[src/tests/program.hex]
// One 32-bit instruction per line, word address 0 upward
// Fields: opcode[31:28] rd[27:24] ra[23:20] then rb[19:16] or imm[19:0]
51012345
41100678
420FFFFF
03120000
14310000
25410000
36520000
43300010
43380000
97120000
07330000
580FFFFF
39870000
00990000
1A090000
4AA00001
2BA60000
4CB7FFFF
1DCA0000
3EDC0000
0FEF0000
4FF00005
[src/hw/cpu_pkg.sv]
`default_nettype none

package cpu_pkg;

    typedef logic [31:0] word_t;
    typedef logic [7:0]  memaddr_t;     // Word index, not byte address
    typedef logic [3:0]  reg_idx_t;

    localparam int    IMEM_DEPTH     = 256;
    localparam int    NUM_REGS       = 16;
    localparam string IMEM_INIT_FILE = "/design/src/tests/program.hex";

    // Opcodes 6 to 15 are illegal
    typedef enum logic [3:0] {
        ADD  = 4'd0,
        SUB  = 4'd1,
        AND  = 4'd2,
        OR   = 4'd3,
        ADDI = 4'd4,
        LUI  = 4'd5
    } opcode_e;

    typedef enum logic [1:0] {
        ALU_ADD,
        ALU_SUB,
        ALU_AND,
        ALU_OR
    } alu_op_e;

    // Register form
    typedef struct packed {
        opcode_e     opcode;
        reg_idx_t    rd;
        reg_idx_t    ra;
        reg_idx_t    rb;
        logic [15:0] unused;
    } r_fmt_t;

    // Immediate form
    typedef struct packed {
        opcode_e     opcode;
        reg_idx_t    rd;
        reg_idx_t    ra;
        logic [19:0] imm;
    } i_fmt_t;

    typedef union packed {
        r_fmt_t r_fmt;
        i_fmt_t i_fmt;
    } instr_u;

    typedef struct packed {
        alu_op_e  alu_op;
        logic     use_imm;      // op2 from immediate
        logic     zero_op1;     // LUI and illegal
        logic     has_rd;
        reg_idx_t rd;
        reg_idx_t ra;
        reg_idx_t rb;
        logic     illegal;
    } control_word_t;

    typedef struct packed {
        word_t  pc;
        instr_u ir;
    } fetch_t;

    typedef struct packed {
        word_t         pc;
        control_word_t cw;
        word_t         imm;
    } decode_t;

    typedef struct packed {
        word_t         pc;
        control_word_t cw;
        word_t         alu_op1;
        word_t         alu_op2;
    } issue_t;

    typedef struct packed {
        logic     valid;
        reg_idx_t rd;
        word_t    data;
    } wb_t;

endpackage

`default_nettype wire

[src/hw/stage_decode.sv]
`timescale 1ns/1ps
`default_nettype none

module stage_decode (
    input  wire logic            cpu_clk_i,
    input  wire logic            reset_i,
    input  wire cpu_pkg::fetch_t fetch_i,
    input  wire logic            fetch_valid_i,
    output logic                 fetch_ready_o,
    output cpu_pkg::decode_t     decode_o,
    output logic                 decode_valid_o,
    input  wire logic            decode_ready_i
);
    import cpu_pkg::*;

    instr_u  ir;
    decode_t dec;
    decode_t dec_r;
    logic    valid_r;

    assign ir = fetch_i.ir;

    always_comb begin
        dec.pc          = fetch_i.pc;
        dec.cw.alu_op   = ALU_ADD;
        dec.cw.use_imm  = 1'b0;
        dec.cw.zero_op1 = 1'b0;
        dec.cw.has_rd   = (ir.r_fmt.rd != '0);    // r0 is never written
        dec.cw.rd       = ir.r_fmt.rd;
        dec.cw.ra       = ir.r_fmt.ra;
        dec.cw.rb       = ir.r_fmt.rb;
        dec.cw.illegal  = 1'b0;
        dec.imm         = '0;
        case (ir.r_fmt.opcode)
            ADD: dec.cw.alu_op = ALU_ADD;
            SUB: dec.cw.alu_op = ALU_SUB;
            AND: dec.cw.alu_op = ALU_AND;
            OR:  dec.cw.alu_op = ALU_OR;
            ADDI: begin
                dec.cw.use_imm = 1'b1;
                dec.imm        = {{12{ir.i_fmt.imm[19]}}, ir.i_fmt.imm};
            end
            LUI: begin
                dec.cw.use_imm  = 1'b1;
                dec.cw.zero_op1 = 1'b1;
                dec.imm         = {ir.i_fmt.imm, 12'b0};
            end
            default: begin
                // Both operands come out zero and no sources are read
                dec.cw.illegal  = 1'b1;
                dec.cw.has_rd   = 1'b0;
                dec.cw.use_imm  = 1'b1;
                dec.cw.zero_op1 = 1'b1;
            end
        endcase
    end

    assign fetch_ready_o  = !valid_r || decode_ready_i;
    assign decode_o       = dec_r;
    assign decode_valid_o = valid_r;

    always_ff @(posedge cpu_clk_i) begin
        if (reset_i) begin
            valid_r <= 1'b0;
        end else if (fetch_ready_o) begin
            valid_r <= fetch_valid_i;
        end
    end

    always_ff @(posedge cpu_clk_i) begin
        if (fetch_valid_i && fetch_ready_o) begin
            dec_r <= dec;
        end
    end

endmodule

`default_nettype wire

[config.mk]
export PLATFORM = sky130hd
export DESIGN_NAME = stage_decode
export DESIGN_NICKNAME = d
export VERILOG_FILES = /design/src/hw/cpu_pkg.sv /design/src/hw/stage_decode.sv
export SDC_FILE = /design/constraint.sdc
export NUM_CORES = 1
export LEC_CHECK = 0
export BUFFER_PORTS_ARGS = -buffer_cell sky130_fd_sc_hd__buf_2
export CORE_MARGIN = 4
export CORE_UTILIZATION = 40
export CTS_BUF_LIST = sky130_fd_sc_hd__clkbuf_4 sky130_fd_sc_hd__clkbuf_8
export DETAILED_ROUTE_END_ITERATION = 16
export PLACE_DENSITY = 0.75
export RECOVER_POWER = 25
export SLEW_MARGIN = 20
export SYNTH_ARGS = -nofsm -noshare
export SYNTH_HDL_FRONTEND = slang
export SYNTH_SLANG_ARGS = --single-unit
export TNS_END_PERCENT = 5
[constraint.sdc]
create_clock -name cpu_clk_i -period 3.1 [get_ports cpu_clk_i]
set_input_delay 0.465 -clock cpu_clk_i [delete_from_list [all_inputs] [get_ports cpu_clk_i]]
set_output_delay 0.465 -clock cpu_clk_i [all_outputs]
set_load 0.01 [all_outputs]
[Word level (Yosys, flattened, before mapping)]
Index checks and enable logic that the tools add are counted.
Storage, ports and cells
  bits in registers: 83
  latch bits: 0
  memory bits (writable): 0
  memory bits (read-only): 0
  memories: 0
Operators by class
  $add $sub $neg: 0
  $mul: 0
  div/mod/pow operators: 0
  magnitude comparators: 0
  equal/unequal tests: 5
  shifts and indexed selects: 0
  muxes and demuxes: 5
  bitwise logic cells: 0
  reduce and logical (&&, ||, !) cells: 8
Operators with widths (count)
  $pmux 32 s2: 1
  $eq 4x2->1 const B: 2
  $eq 4x3->1 const B: 2
  $pmux 2 s3: 1
  $reduce_or 6->1: 1
  $reduce_or 5->1: 1
  $eq 4x1->1 const B: 1
  $logic_not 4->1: 1
  $reduce_bool 4->1: 1
  $reduce_or 4->1: 1
  $mux 1: 3
  $logic_and 1x1->1: 1
  $logic_not 1->1: 1
  $logic_or 1x1->1: 1

[Logic depth before layout (Yosys ltp)]
Gate-level depths: netlist of run 1.
  depth in word-level cells: 3
  mapped depth: 3
  depth with buffers taken out: 2

[Least setup slack after synthesis of run 1]
No wires, ideal clock.
  kind: input -> register
  start point: input port decode_ready_i
  end point: register dec_r (netlist bit decode_o[0]), enable pin
  setup time: 0.450 ns
  arrival time: 2.590 ns
  path slack: 0.061 ns
  stages on the path: 2
  buffers on the path: 0
  cell sequence: nand2b_1 > and2_1
On the way
  cells in the longest elaborated chain, start to end: 2
Ends and longest elaborated chain
  from (decl): RTL line stage_decode.sv:12  | input wire logic decode_ready_i
  $logic_or 1x1->1: RTL line stage_decode.sv:58  | assign fetch_ready_o = !valid_r || decode_ready_i;
  $logic_and 1x1->1: RTL line stage_decode.sv:71  | if (fetch_valid_i && fetch_ready_o) begin
  to (signal assigned): RTL line stage_decode.sv:72  | dec_r <= dec;
  to (decl): RTL line stage_decode.sv:18  | decode_t dec_r;
Every way passes these cells.
A chain may end at the register's enable or synchronous reset.

[Worst setup path in the final report of run 1]
  start point: register valid_r, in the netlist decode_valid_o
  end point: register dec_r (netlist bit decode_o[65]), enable pin
On the way
  cells in the longest elaborated chain, start to end: 3
Ends and longest elaborated chain
  from (decl): RTL line stage_decode.sv:19  | logic valid_r;
  from (signal assigned): RTL line stage_decode.sv:66  | valid_r <= fetch_valid_i;
  $logic_not 1->1: RTL line stage_decode.sv:58
  $logic_or 1x1->1: RTL line stage_decode.sv:58
  $logic_and 1x1->1: RTL line stage_decode.sv:71
Every way passes these cells.

==> results of run 1 <==
flip-flops by register name, summed over array words and instances, names as in the netlist:
name	count
decode_o	82
decode_valid_o	1
placed cells by master (no fill, tap or decap), drive strengths merged:
cell type	count
nand2	12
dfxtp	1
clkbuf	21
nor2	11
edfxtp	82
buf	141
nor4b	1
a21oi	13
nor4	1
nand2b	2
bufinv	2
clkinvlp	2
inv	4
clkinv	2
a21o	1
or3b	1
and2	15
mux2i	7
power groups by stage:
stage / Clock (mW) / Combinational [mW] / Sequential, mW
final: 0.860 / 0.215 / 1.32
after global routing: 0.925 / 0.235 / 1.33
after CTS: 0.874 / 0.223 / 1.32
after detailed placement: 0 / 0.223 / 1.35
after global placement: 0 / 0.218 / 1.35
after floorplan: 0 / 0.0593 / 1.39
layer usage:
metal	part of all wire	vias up	global-route usage	routed length, µm
li1	-	890	-	-
met1	0.39	885	0.160	2450
met2	0.49	97	0.233	3110
met3	0.10	14	0.0425	640
met4	0.021	0	0.0722	134
met5	0	-	0	0
kinds of logic (layout without fill, tap and decap cells):
family / Yosys count / in the layout / share of synthesized area
AOI/OAI and AO/OA: 14 / 14 / 0.0399
buffers and inverters: 9 / 172 / 0.0176
DFF: 83 / 83 / 0.833
muxes: 7 / 7 / 0.0235
and+or+nand+nor: 43 / 43 / 0.0857
stage by stage:
step           utilization  worst slack [ps]
2_1_floorplan            -              60.8
3_3_place_gp         0.529              1150
3_5_place_dp         0.529              1110
4_1_cts              0.560              1360
5_1_grt              0.557              1260
6_report             0.557              1390
worst max-delay path: cells and delay by family, from the launching register on:
kind	cells	cell delay, ps
simple gates	2	700
buf+inv	1	360
flops	1	320
final timing paths:
path / startpoint / endpoint / depth (start not counted)
worst max-delay path: decode_valid_o$_SDFFE_PP0P_ / decode_o[65]$_DFFE_PP_ / 3
worst min-delay path: reset_i / decode_valid_o$_SDFFE_PP0P_ / 2
worst max register to register: decode_valid_o$_SDFFE_PP0P_ / decode_o[65]$_DFFE_PP_ / 3
worst min register to register: decode_valid_o$_SDFFE_PP0P_ / decode_valid_o$_SDFFE_PP0P_ / 2
area by class of cell:
class / instances / area (µm²) / share of cell area
well taps: 99 / 124 / 0.0307
clock inverters: 7 / 101 / 0.0251
inverters: 3 / 11.3 / 0.00279
flip-flops and latches: 83 / 2480 / 0.614
repair buffers: 153 / 756 / 0.187
clock buffers: 9 / 124 / 0.0307
multi-input cells: 64 / 442 / 0.109
==> summary.md, run 1 <==
| Metric | Value |
|---|---|
| Number of H-tree levels | 3 |
| Setup crit end kind | flop |
| Worst-path cell chain | nand2b_1 -> and2_4 -> buf_4 |
| Clock root cell | clkbuf_8 |
| Layout cell share with drive strength beyond 1 | 0.564 |
| Largest cells by area after synthesis | edfxtp_1 (83%), a21oi_2 (3.5%), and2_1 (2.9%) |
| Ys async rst share | 0 |
| Placed Instances | 402 |
| Final period utilization | 0.553 |
| Post-route cell area | 0.00404 mm² |
| Post-synth EDFFs | between 80 and 90 |
| Final ANT Viol Nets | 0 |
| Post-Layout Cell Count | 418 |
| Pwr/cell area | 593 mW/mm² |
| Die Height | 94.3 µm |
| Maxcap violations | 0 |
| Crit-path max FO | 52 |
| CP required | approximately 3200 ps |
| Post_cts resized | 0 |
| Total Nets Final | 382 |
| Drt pass-1 iters | 4 |
| Final Setup Violations | 0 |
| Most numerous cell in the Yosys netlist | edfxtp_1 |
| DRC | 0 |
| F_max | 583 MHz |
| Cells after Synth | 156 |
| LEAKAGE | 1.68 nW |
| Slowest-stage cell, CP | and2_4 |
| Part of the power in combinational logic | 0.090 |
| Area Overhead vs Synth | 35.6% |
| Synth Warn # | 0 |
| Row cnt | 31 |
| Run status | finished, final reports clean |
| Vias | 1886 |
| Mapped Area | just under 0.003 mm² |
| ANT cells | 0 |
| Internal power | between 1.5 and 2 mW |
| WP data arrival | 1760 ps |
| Yosys cell types | 19 |
| # clock sinks | 83 |
| Max VDD drop | 330 µV |
| Port bufs | roughly 150 |
| Startpoint Class | flop |
| DP HPWL | roughly 4.5 mm |
| HP Class | in -> reg |
| Setup_tns | 0 ps |
| Largest net degree at the start of global routing | 53 |
| Worst Skew | 6.14 ps |
| Global Route Usage Sum | 0.139 |
| Syn Nets | 224 |
| Clk_lat worst skew | 350 ps |
| Clk pin slew, worst setup/hold paths | 80 ps |
| Initial antenna violation count | 0 |
| Seq pwr share | 0.552 |
| Total length of routed wires | 6.33 mm |
| Initial Utilization | 0.411 |
| Routability cong. | ~0.7 |
| Die Width | ~94 µm |
| Commonest cells in the netlist | edfxtp_1 (82), and2_1 (14), a21oi_2 (12), nand2_1 (12), nor2_2 (8) |
| Total gr overflow | 0 |
| Mean post-synth cell area | 19.1 µm² |
| Final hold vios | 0 |
| Final Power | 2.40 mW |
| First-pass GRT wire length | 9.14 mm |
| Synth area leader | edfxtp_1 |
| Fin Hold WS | 250 ps |
| Die area | 0.00889 mm² |
| TritonCTS clock tree | done |
| Post-layout minimum cycle time | 1710 ps |
| Routed len/inst | 15.2 µm |
| Core footprint | 0.00725 mm² |
| Via density | around 4.5 |
| WS Path Type | reg -> reg |
| Clock buffer depth | 2 |
| Clock power share | 0.359 |
| Number of global-route vias before repair | 1846 |
| RSZ-0062 raised after global routing | no |
| #FFs+latches synth | 83 |
| Post-synth top area share | 0.827 |
| Seq/Total Area, Yosys | 0.833 |
| Ports | 152 |
| Postcts setup bufs | 0 |
| Slew headroom | 0.280 |
| TritonCTS Buffers | 9 |
| Top_reg_cell synth | edfxtp_1 |
| Flop2flop setup slack | 1390 ps |
| Initial DRC count | 34 |
| Post-CTS Hold Buffers | 0 |
| Dpl cell area | 0.00383 mm² |
| Slowest stage delay, CP | 600 ps |
| Sw frac | 0.227 |
| Worst-Margin Slew | ~1100 ps |
| Sw Pwr | between 0.5 and 0.6 mW |
| Fill count | 640 |
| Final Max Tran Viols | 0 |
Power figures use the tool's default switching activity.
==> inputs of run 2 (changes only) <==
PLACE_DENSITY = 0.72   (was 0.75)
clock period = 1.7 ns   (was 3.1 ns; I/O delays follow)
==> summary.md, run 2 (synthesized netlist as in run 1, its figures left out) <==
| Metric | Value |
|---|---|
| Run status | finished, final reports clean (unchanged) |
| Port bufs | 151 (unchanged) |
| Startpoint Class | flop (unchanged) |
| Routed len/inst | 15.2 µm (about the same) |
| CP required | 1710 ps (was 3150 ps) |
| Via density | 4.46 (was 4.51) |
| Most frequent cells in the layout | buf_2 (141), edfxtp_1 (82), nand2_1 (12), a21oi_2 (12), clkbuf_1 (11) (was buf_2 (139), edfxtp_1 (82), and2_1 (13)) |
| Number of H-tree levels | 3 (unchanged) |
| Area Overhead vs Synth | 36.2% (was 35.6%) |
| Dpl cell area | 0.00388 mm² (was 0.00383 mm²) |
| # clock sinks | 83 (unchanged) |
| Number of global-route vias before repair | 1824 (was 1846) |
| Fin Hold WS | 58.1 ps (was 250 ps) |
| Worst-Margin Slew | 1050 ps (was 1080 ps) |
| Core footprint | 0.00725 mm² (unchanged) |
| F_max | 784 MHz (was 583 MHz) |
| Ports | 152 (unchanged) |
| Final hold vios | 0 (unchanged) |
| LEAKAGE | 1.68 nW (about the same) |
| Die Width | 94.3 µm (unchanged) |
| First-pass GRT wire length | 9.25 mm (was 9.14 mm) |
| Total gr overflow | 0 (unchanged) |
| Fill count | 617 (was 640) |
| Vias | 1881 (was 1886) |
| Post-route cell area | 0.00406 mm² (was 0.00404 mm²) |
| Post_cts resized | 0 (unchanged) |
| RSZ-0062 raised after global routing | no (unchanged) |
| Slew headroom | 0.297 (was 0.280) |
| Postcts setup bufs | 0 (unchanged) |
| Total Nets Final | 386 (was 382) |
| Max VDD drop | 486 µV (was 330 µV) |
| Total length of routed wires | 6.42 mm (was 6.33 mm) |
| Initial antenna violation count | 0 (unchanged) |
| Clock root cell | clkbuf_8 (unchanged) |
| Final period utilization | 0.750 (was 0.553) |
| Max reg flops | 82 (unchanged) |
| Final ANT Viol Nets | 0 (unchanged) |
| Layout cell share with drive strength beyond 1 | 0.567 (was 0.564) |
| Slowest stage delay, CP | 340 ps (was 600 ps) |
| Slowest-stage cell, CP | buf_4 (was and2_4) |
| Clock buffer depth | 2 (unchanged) |
| Setup_tns | 0 ps (unchanged) |
| Placed Instances | 406 (was 402) |
| Final Setup Violations | 0 (unchanged) |
| Global Route Usage Sum | 0.142 (was 0.139) |
| Initial Utilization | 0.411 (unchanged) |
| Die area | 0.00889 mm² (unchanged) |
| Routability cong. | 0.716 (was 0.697) |
| HP Class | in -> reg (unchanged) |
| ANT cells | 0 (unchanged) |
| Drt pass-1 iters | 4 (unchanged) |
| Maxcap violations | 0 (unchanged) |
| DP HPWL | 4.72 mm (was 4.54 mm) |
| Clk_lat worst skew | 340 ps (was 350 ps) |
| TritonCTS Buffers | 9 (unchanged) |
| Pwr/cell area | 1070 mW/mm² (was 593 mW/mm²) |
| Initial DRC count | 53 (was 34) |
| DRC | 0 (unchanged) |
| Final Max Tran Viols | 0 (unchanged) |
| Setup crit end kind | flop (unchanged) |
| Worst-path cell chain | nand2b_1 -> and2_4 -> buf_4 (unchanged) |
| Worst Skew | 5.49 ps (was 6.14 ps) |
| Row cnt | 31 (unchanged) |
| Die Height | 94.3 µm (unchanged) |
| Crit-path max FO | 28 (was 52) |
| Post-layout minimum cycle time | 1280 ps (was 1710 ps) |
| Clk pin slew, worst setup/hold paths | 80 ps (about the same) |
| Largest net degree at the start of global routing | 55 (was 53) |
| Post-Layout Cell Count | 422 (was 418) |
| WP data arrival | 1280 ps (was 1760 ps) |
| WS Path Type | reg -> reg (unchanged) |
| Post-Route Utilization | 0.559 (was 0.557) |
| Commonest non-fill, non-tap cell in the layout | buf_2 (unchanged) |
| Post-CTS Hold Buffers | 0 (unchanged) |
| TritonCTS clock tree | done (unchanged) |
==> run 2: stage by stage <==
step           power (mW)  worst slack (ps)
2_1_floorplan        2.64               145
3_3_place_gp         2.86               405
3_5_place_dp         2.87               374
4_1_cts              4.38               414
5_1_grt              4.51               258
6_report             4.33               425
==> run 2: where the power goes <==
group          switching, mW  leakage, nW  total, mW  internal [mW]
clock network          0.698        0.103       1.52          0.822
registers             0.0270        0.809       2.41           2.38
logic                  0.234        0.770      0.400          0.165
total                  0.959         1.68       4.33           3.37
==> run 2: final cells by class <==
cell class	instances	area [µm²]	area share
clock buffer	9	124	0.0305
clock inverter	7	92.6	0.0228
inverter	3	11.3	0.00278
multi-input combinational	64	429	0.106
sequential	83	2480	0.612
tap	99	124	0.0305
timing repair buffer	157	793	0.196
==> run 2: path summary, 6_finish.rpt <==
kind / cells past startpoint / slack, ps / startpoint / end
hold reg to reg: 2 / 540 / decode_valid_o$_SDFFE_PP0P_ / decode_valid_o$_SDFFE_PP0P_
setup reg to reg: 3 / 420 / decode_valid_o$_SDFFE_PP0P_ / decode_o[6]$_DFFE_PP_
hold / removal: 2 / 60 / reset_i / decode_valid_o$_SDFFE_PP0P_
setup / recovery: 3 / 420 / decode_valid_o$_SDFFE_PP0P_ / decode_o[6]$_DFFE_PP_
==> run 2: critical path, delay by kind of cell (launching register included) <==
kind | cells | cell delay, ps
AND/OR/NAND/NOR | 2 | 280
flip-flops | 1 | 320
buffers and inverters | 1 | 340
==> run 2: metal layers <==
layer / track usage / up-vias / wire (µm)
met5: 0 / - / 0
met4: 0.0505 / 0 / 74
met3: 0.0665 / 7 / 795
met2: 0.230 / 97 / 3030
met1: 0.166 / 877 / 2520
li1: - / 900 / -
==> inputs of run 3 (changes only) <==
ABC_AREA = 1   (was unset)
clock period = 1.25 ns   (was 1.7 ns; I/O delays follow)
==> summary.md, run 3 <==
| Metric | Value |
|---|---|
| Die Height | 94.1 µm (was 94.3 µm) |
| Die area | 0.00886 mm² (was 0.00889 mm²) |
| Clock root cell | clkbuf_8 (unchanged) |
| HP Class | in -> reg (unchanged) |
| Global Route Usage Sum | 0.145 (was 0.142) |
| Worst-Margin Slew | 392 ps (was 1050 ps) |
| Ports | 152 (unchanged) |
| Final hold vios | 0 (unchanged) |
| Worst-path cell chain | a21oi_4 -> buf_12 (was nand2b_1 -> and2_4 -> buf_4) |
| Number of global-route vias before repair | 2039 (was 1824) |
| CP required | 1270 ps (was 1710 ps) |
| Clk pin slew, worst setup/hold paths | 80 ps (about the same) |
| F_max | 895 MHz (was 784 MHz) |
| Total Nets Final | 421 (was 386) |
| ANT cells | 0 (unchanged) |
| Commonest cells in the netlist | edfxtp_1 (82), nand3_1 (27), nand2_1 (24) (was edfxtp_1 (82), and2_1 (14), a21oi_2 (12), nand2_1 (12), nor2_2 (8)) |
| Syn Nets | 254 (was 224) |
| Final ANT Viol Nets | 0 (unchanged) |
| Largest net degree at the start of global routing | 44 (was 55) |
| Final period utilization | 0.894 (was 0.750) |
| Slowest-stage cell, CP | dfxtp_2 (was buf_4) |
| Area Overhead vs Synth | 38.4% (was 36.2%) |
| Placed Instances | 435 (was 406) |
| Run status | finished, final reports clean (unchanged) |
| Pwr/cell area | 1350 mW/mm² (was 1070 mW/mm²) |
| Number of buffers and inverters on the critical path | 1 (unchanged) |
| Seq/Total Area, Yosys | 0.836 (was 0.833) |
| Final Setup Violations | 0 (unchanged) |
| Clk_lat worst skew | 330 ps (was 340 ps) |
| Slew headroom | 0.738 (was 0.297) |
| First-pass GRT wire length | 9.73 mm (was 9.25 mm) |
| Cells after Synth | 186 (was 156) |
| Most numerous cell in the Yosys netlist | edfxtp_1 (unchanged) |
| Max reg flops | 82 (unchanged) |
| Layout cell share with drive strength beyond 1 | 0.472 (was 0.567) |
| Initial antenna violation count | 0 (unchanged) |
| Post-synth top area share | 0.830 (was 0.827) |
| Total length of routed wires | 6.42 mm (about the same) |
| Vias | 2007 (was 1881) |
| Pre-CTS setup slack | 58.7 ps (was 374 ps) |
| Initial Utilization | 0.411 (about the same) |
| Yosys cell types | 15 (was 19) |
| Crit-path max FO | 43 (was 28) |
| Post-synth EDFFs | 82 (unchanged) |
| DP HPWL | 4.88 mm (was 4.72 mm) |
| RSZ-0062 raised after global routing | no (unchanged) |
| Mapped Area | 0.00297 mm² (was 0.00298 mm²) |
| WS Path Type | reg -> reg (unchanged) |
| Port bufs | 151 (unchanged) |
| Die Width | 94.1 µm (was 94.3 µm) |
| Synth Warn # | 0 (unchanged) |
| Routed len/inst | 14.0 µm (was 15.2 µm) |
| Largest cells by area after synthesis | edfxtp_1 (83%), nand3_1 (4.6%), nand2_1 (3.0%) (was edfxtp_1 (83%), a21oi_2 (3.5%), and2_1 (2.9%)) |
| Maxcap violations | 0 (unchanged) |
| Crit path max-delay family | flip-flops (was buffers and inverters) |
| Post-Layout Cell Count | 457 (was 422) |
| Final Max Tran Viols | 0 (unchanged) |
| Core footprint | 0.00721 mm² (was 0.00725 mm²) |
| Row cnt | 31 (unchanged) |
| LEAKAGE | 1.87 nW (was 1.68 nW) |
| Startpoint Class | flop (unchanged) |
| Post-layout minimum cycle time | 1120 ps (was 1280 ps) |
| # clock sinks | 83 (unchanged) |
| Top_reg_cell synth | edfxtp_1 (unchanged) |
| Routability cong. | 0.714 (was 0.716) |
| Final Power | 5.54 mW (was 4.33 mW) |
| Ys async rst share | 0 (unchanged) |
| Worst Skew | 5.31 ps (was 5.49 ps) |
| Post_cts resized | 0 (unchanged) |
| Most frequent cells in the layout | buf_2 (142), edfxtp_1 (82), nand3_1 (27) (was buf_2 (141), edfxtp_1 (82), nand2_1 (12), a21oi_2 (12), clkbuf_1 (11)) |
| Clock buffer depth | 2 (unchanged) |
| DRC | 0 (unchanged) |
| Synth area leader | edfxtp_1 (unchanged) |
| Max VDD drop | 539 µV (was 486 µV) |
| Setup crit end kind | flop (unchanged) |
| Mean post-synth cell area | 16.0 µm² (was 19.1 µm²) |
| #FFs+latches synth | 83 (unchanged) |
| Total gr overflow | 0 (unchanged) |
| Number of H-tree levels | 3 (unchanged) |
| Slowest stage delay, CP | 340 ps (about the same) |
| Commonest non-fill, non-tap cell in the layout | buf_2 (unchanged) |
| Post-Route Utilization | 0.569 (was 0.559) |
| Drt pass-1 iters | 6 (was 4) |
| WP data arrival | 1140 ps (was 1280 ps) |
| TritonCTS clock tree | done (unchanged) |
| Setup WS post-layout | 133 ps (was 425 ps) |
| TritonCTS Buffers | 9 (unchanged) |
| Dpl cell area | 0.00388 mm² (about the same) |
| Post-route cell area | 0.00411 mm² (was 0.00406 mm²) |
| Fill count | 632 (was 617) |
| Via density | 4.39 (was 4.46) |
| Initial DRC count | 105 (was 53) |
## run 3: changes by cell type after synthesis, sizes merged, moves of 2 or more
cell    delta
a21oi     -10
and2      -15
buf        +2
inv       +17
mux2i      -7
nand2     +13
nand2b     -2
nand3     +28
nor2       +8
## run 3: cells by family after synthesis
logic type	Yosys count	share of synthesized area
buffers and inverters	27	0.0464
and+or+nand+nor	72	0.110
DFF	83	0.836
AOI/OAI and AO/OA	4	0.00674
## run 3: stage by stage
step	TNS [ps]	hold slack, ps
floorplan	-74800	249
global placement	0	336
CTS	0	7.98
detailed placement	0	339
finish	0	26.5
global route	0	-7.53
## run 3: worst register-to-register path, stage by stage (launching register included)
cell and delay (ps):
dfxtp_2 340, a21oi_4 190, buf_12 260
## run 3: routing by layer
metal | global-route usage | wire length [µm] | vias to the layer above
met2 | 0.248 | 3260 | 92
met1 | 0.168 | 2370 | 922
met3 | 0.0505 | 726 | 6
met5 | 0 | 0 | -
li1 | - | - | 987
met4 | 0.0554 | 58 | 0
## run 3: cell type report
cell class / count / area [µm²] / share of cell area
Inverter: 20 / 75.1 / 0.0183
Multi-Input combinational cell: 76 / 357 / 0.0868
Tap cell: 99 / 124 / 0.0302
Timing Repair Buffer: 163 / 887 / 0.216
Sequential cell: 83 / 2480 / 0.605
Clock buffer: 12 / 153 / 0.0372
Clock inverter: 4 / 27.5 / 0.00670
## run 3: final timing paths
kind	from	to	cells past startpoint	slack, ps
max	decode_valid_o$_SDFFE_PP0P_	decode_o[2]$_DFFE_PP_	2	130
min	fetch_i[63]	decode_o[81]$_DFFE_PP_	1	30
max reg2reg	decode_valid_o$_SDFFE_PP0P_	decode_o[2]$_DFFE_PP_	2	130
min reg2reg	decode_valid_o$_SDFFE_PP0P_	decode_valid_o$_SDFFE_PP0P_	2	510
## run 3: what timing repair did
item                      in CTS  in global routing
buffers inserted               0                  0
hold buffers                   1                  5
hold endpoints to repair       1                  5
## run 3: where the power goes
group / leakage (nW) / switching (mW) / internal (mW)
clock: 0.0855 / 0.883 / 0.818
sequential: 0.810 / 0.0366 / 3.24
combinational: 0.978 / 0.324 / 0.236
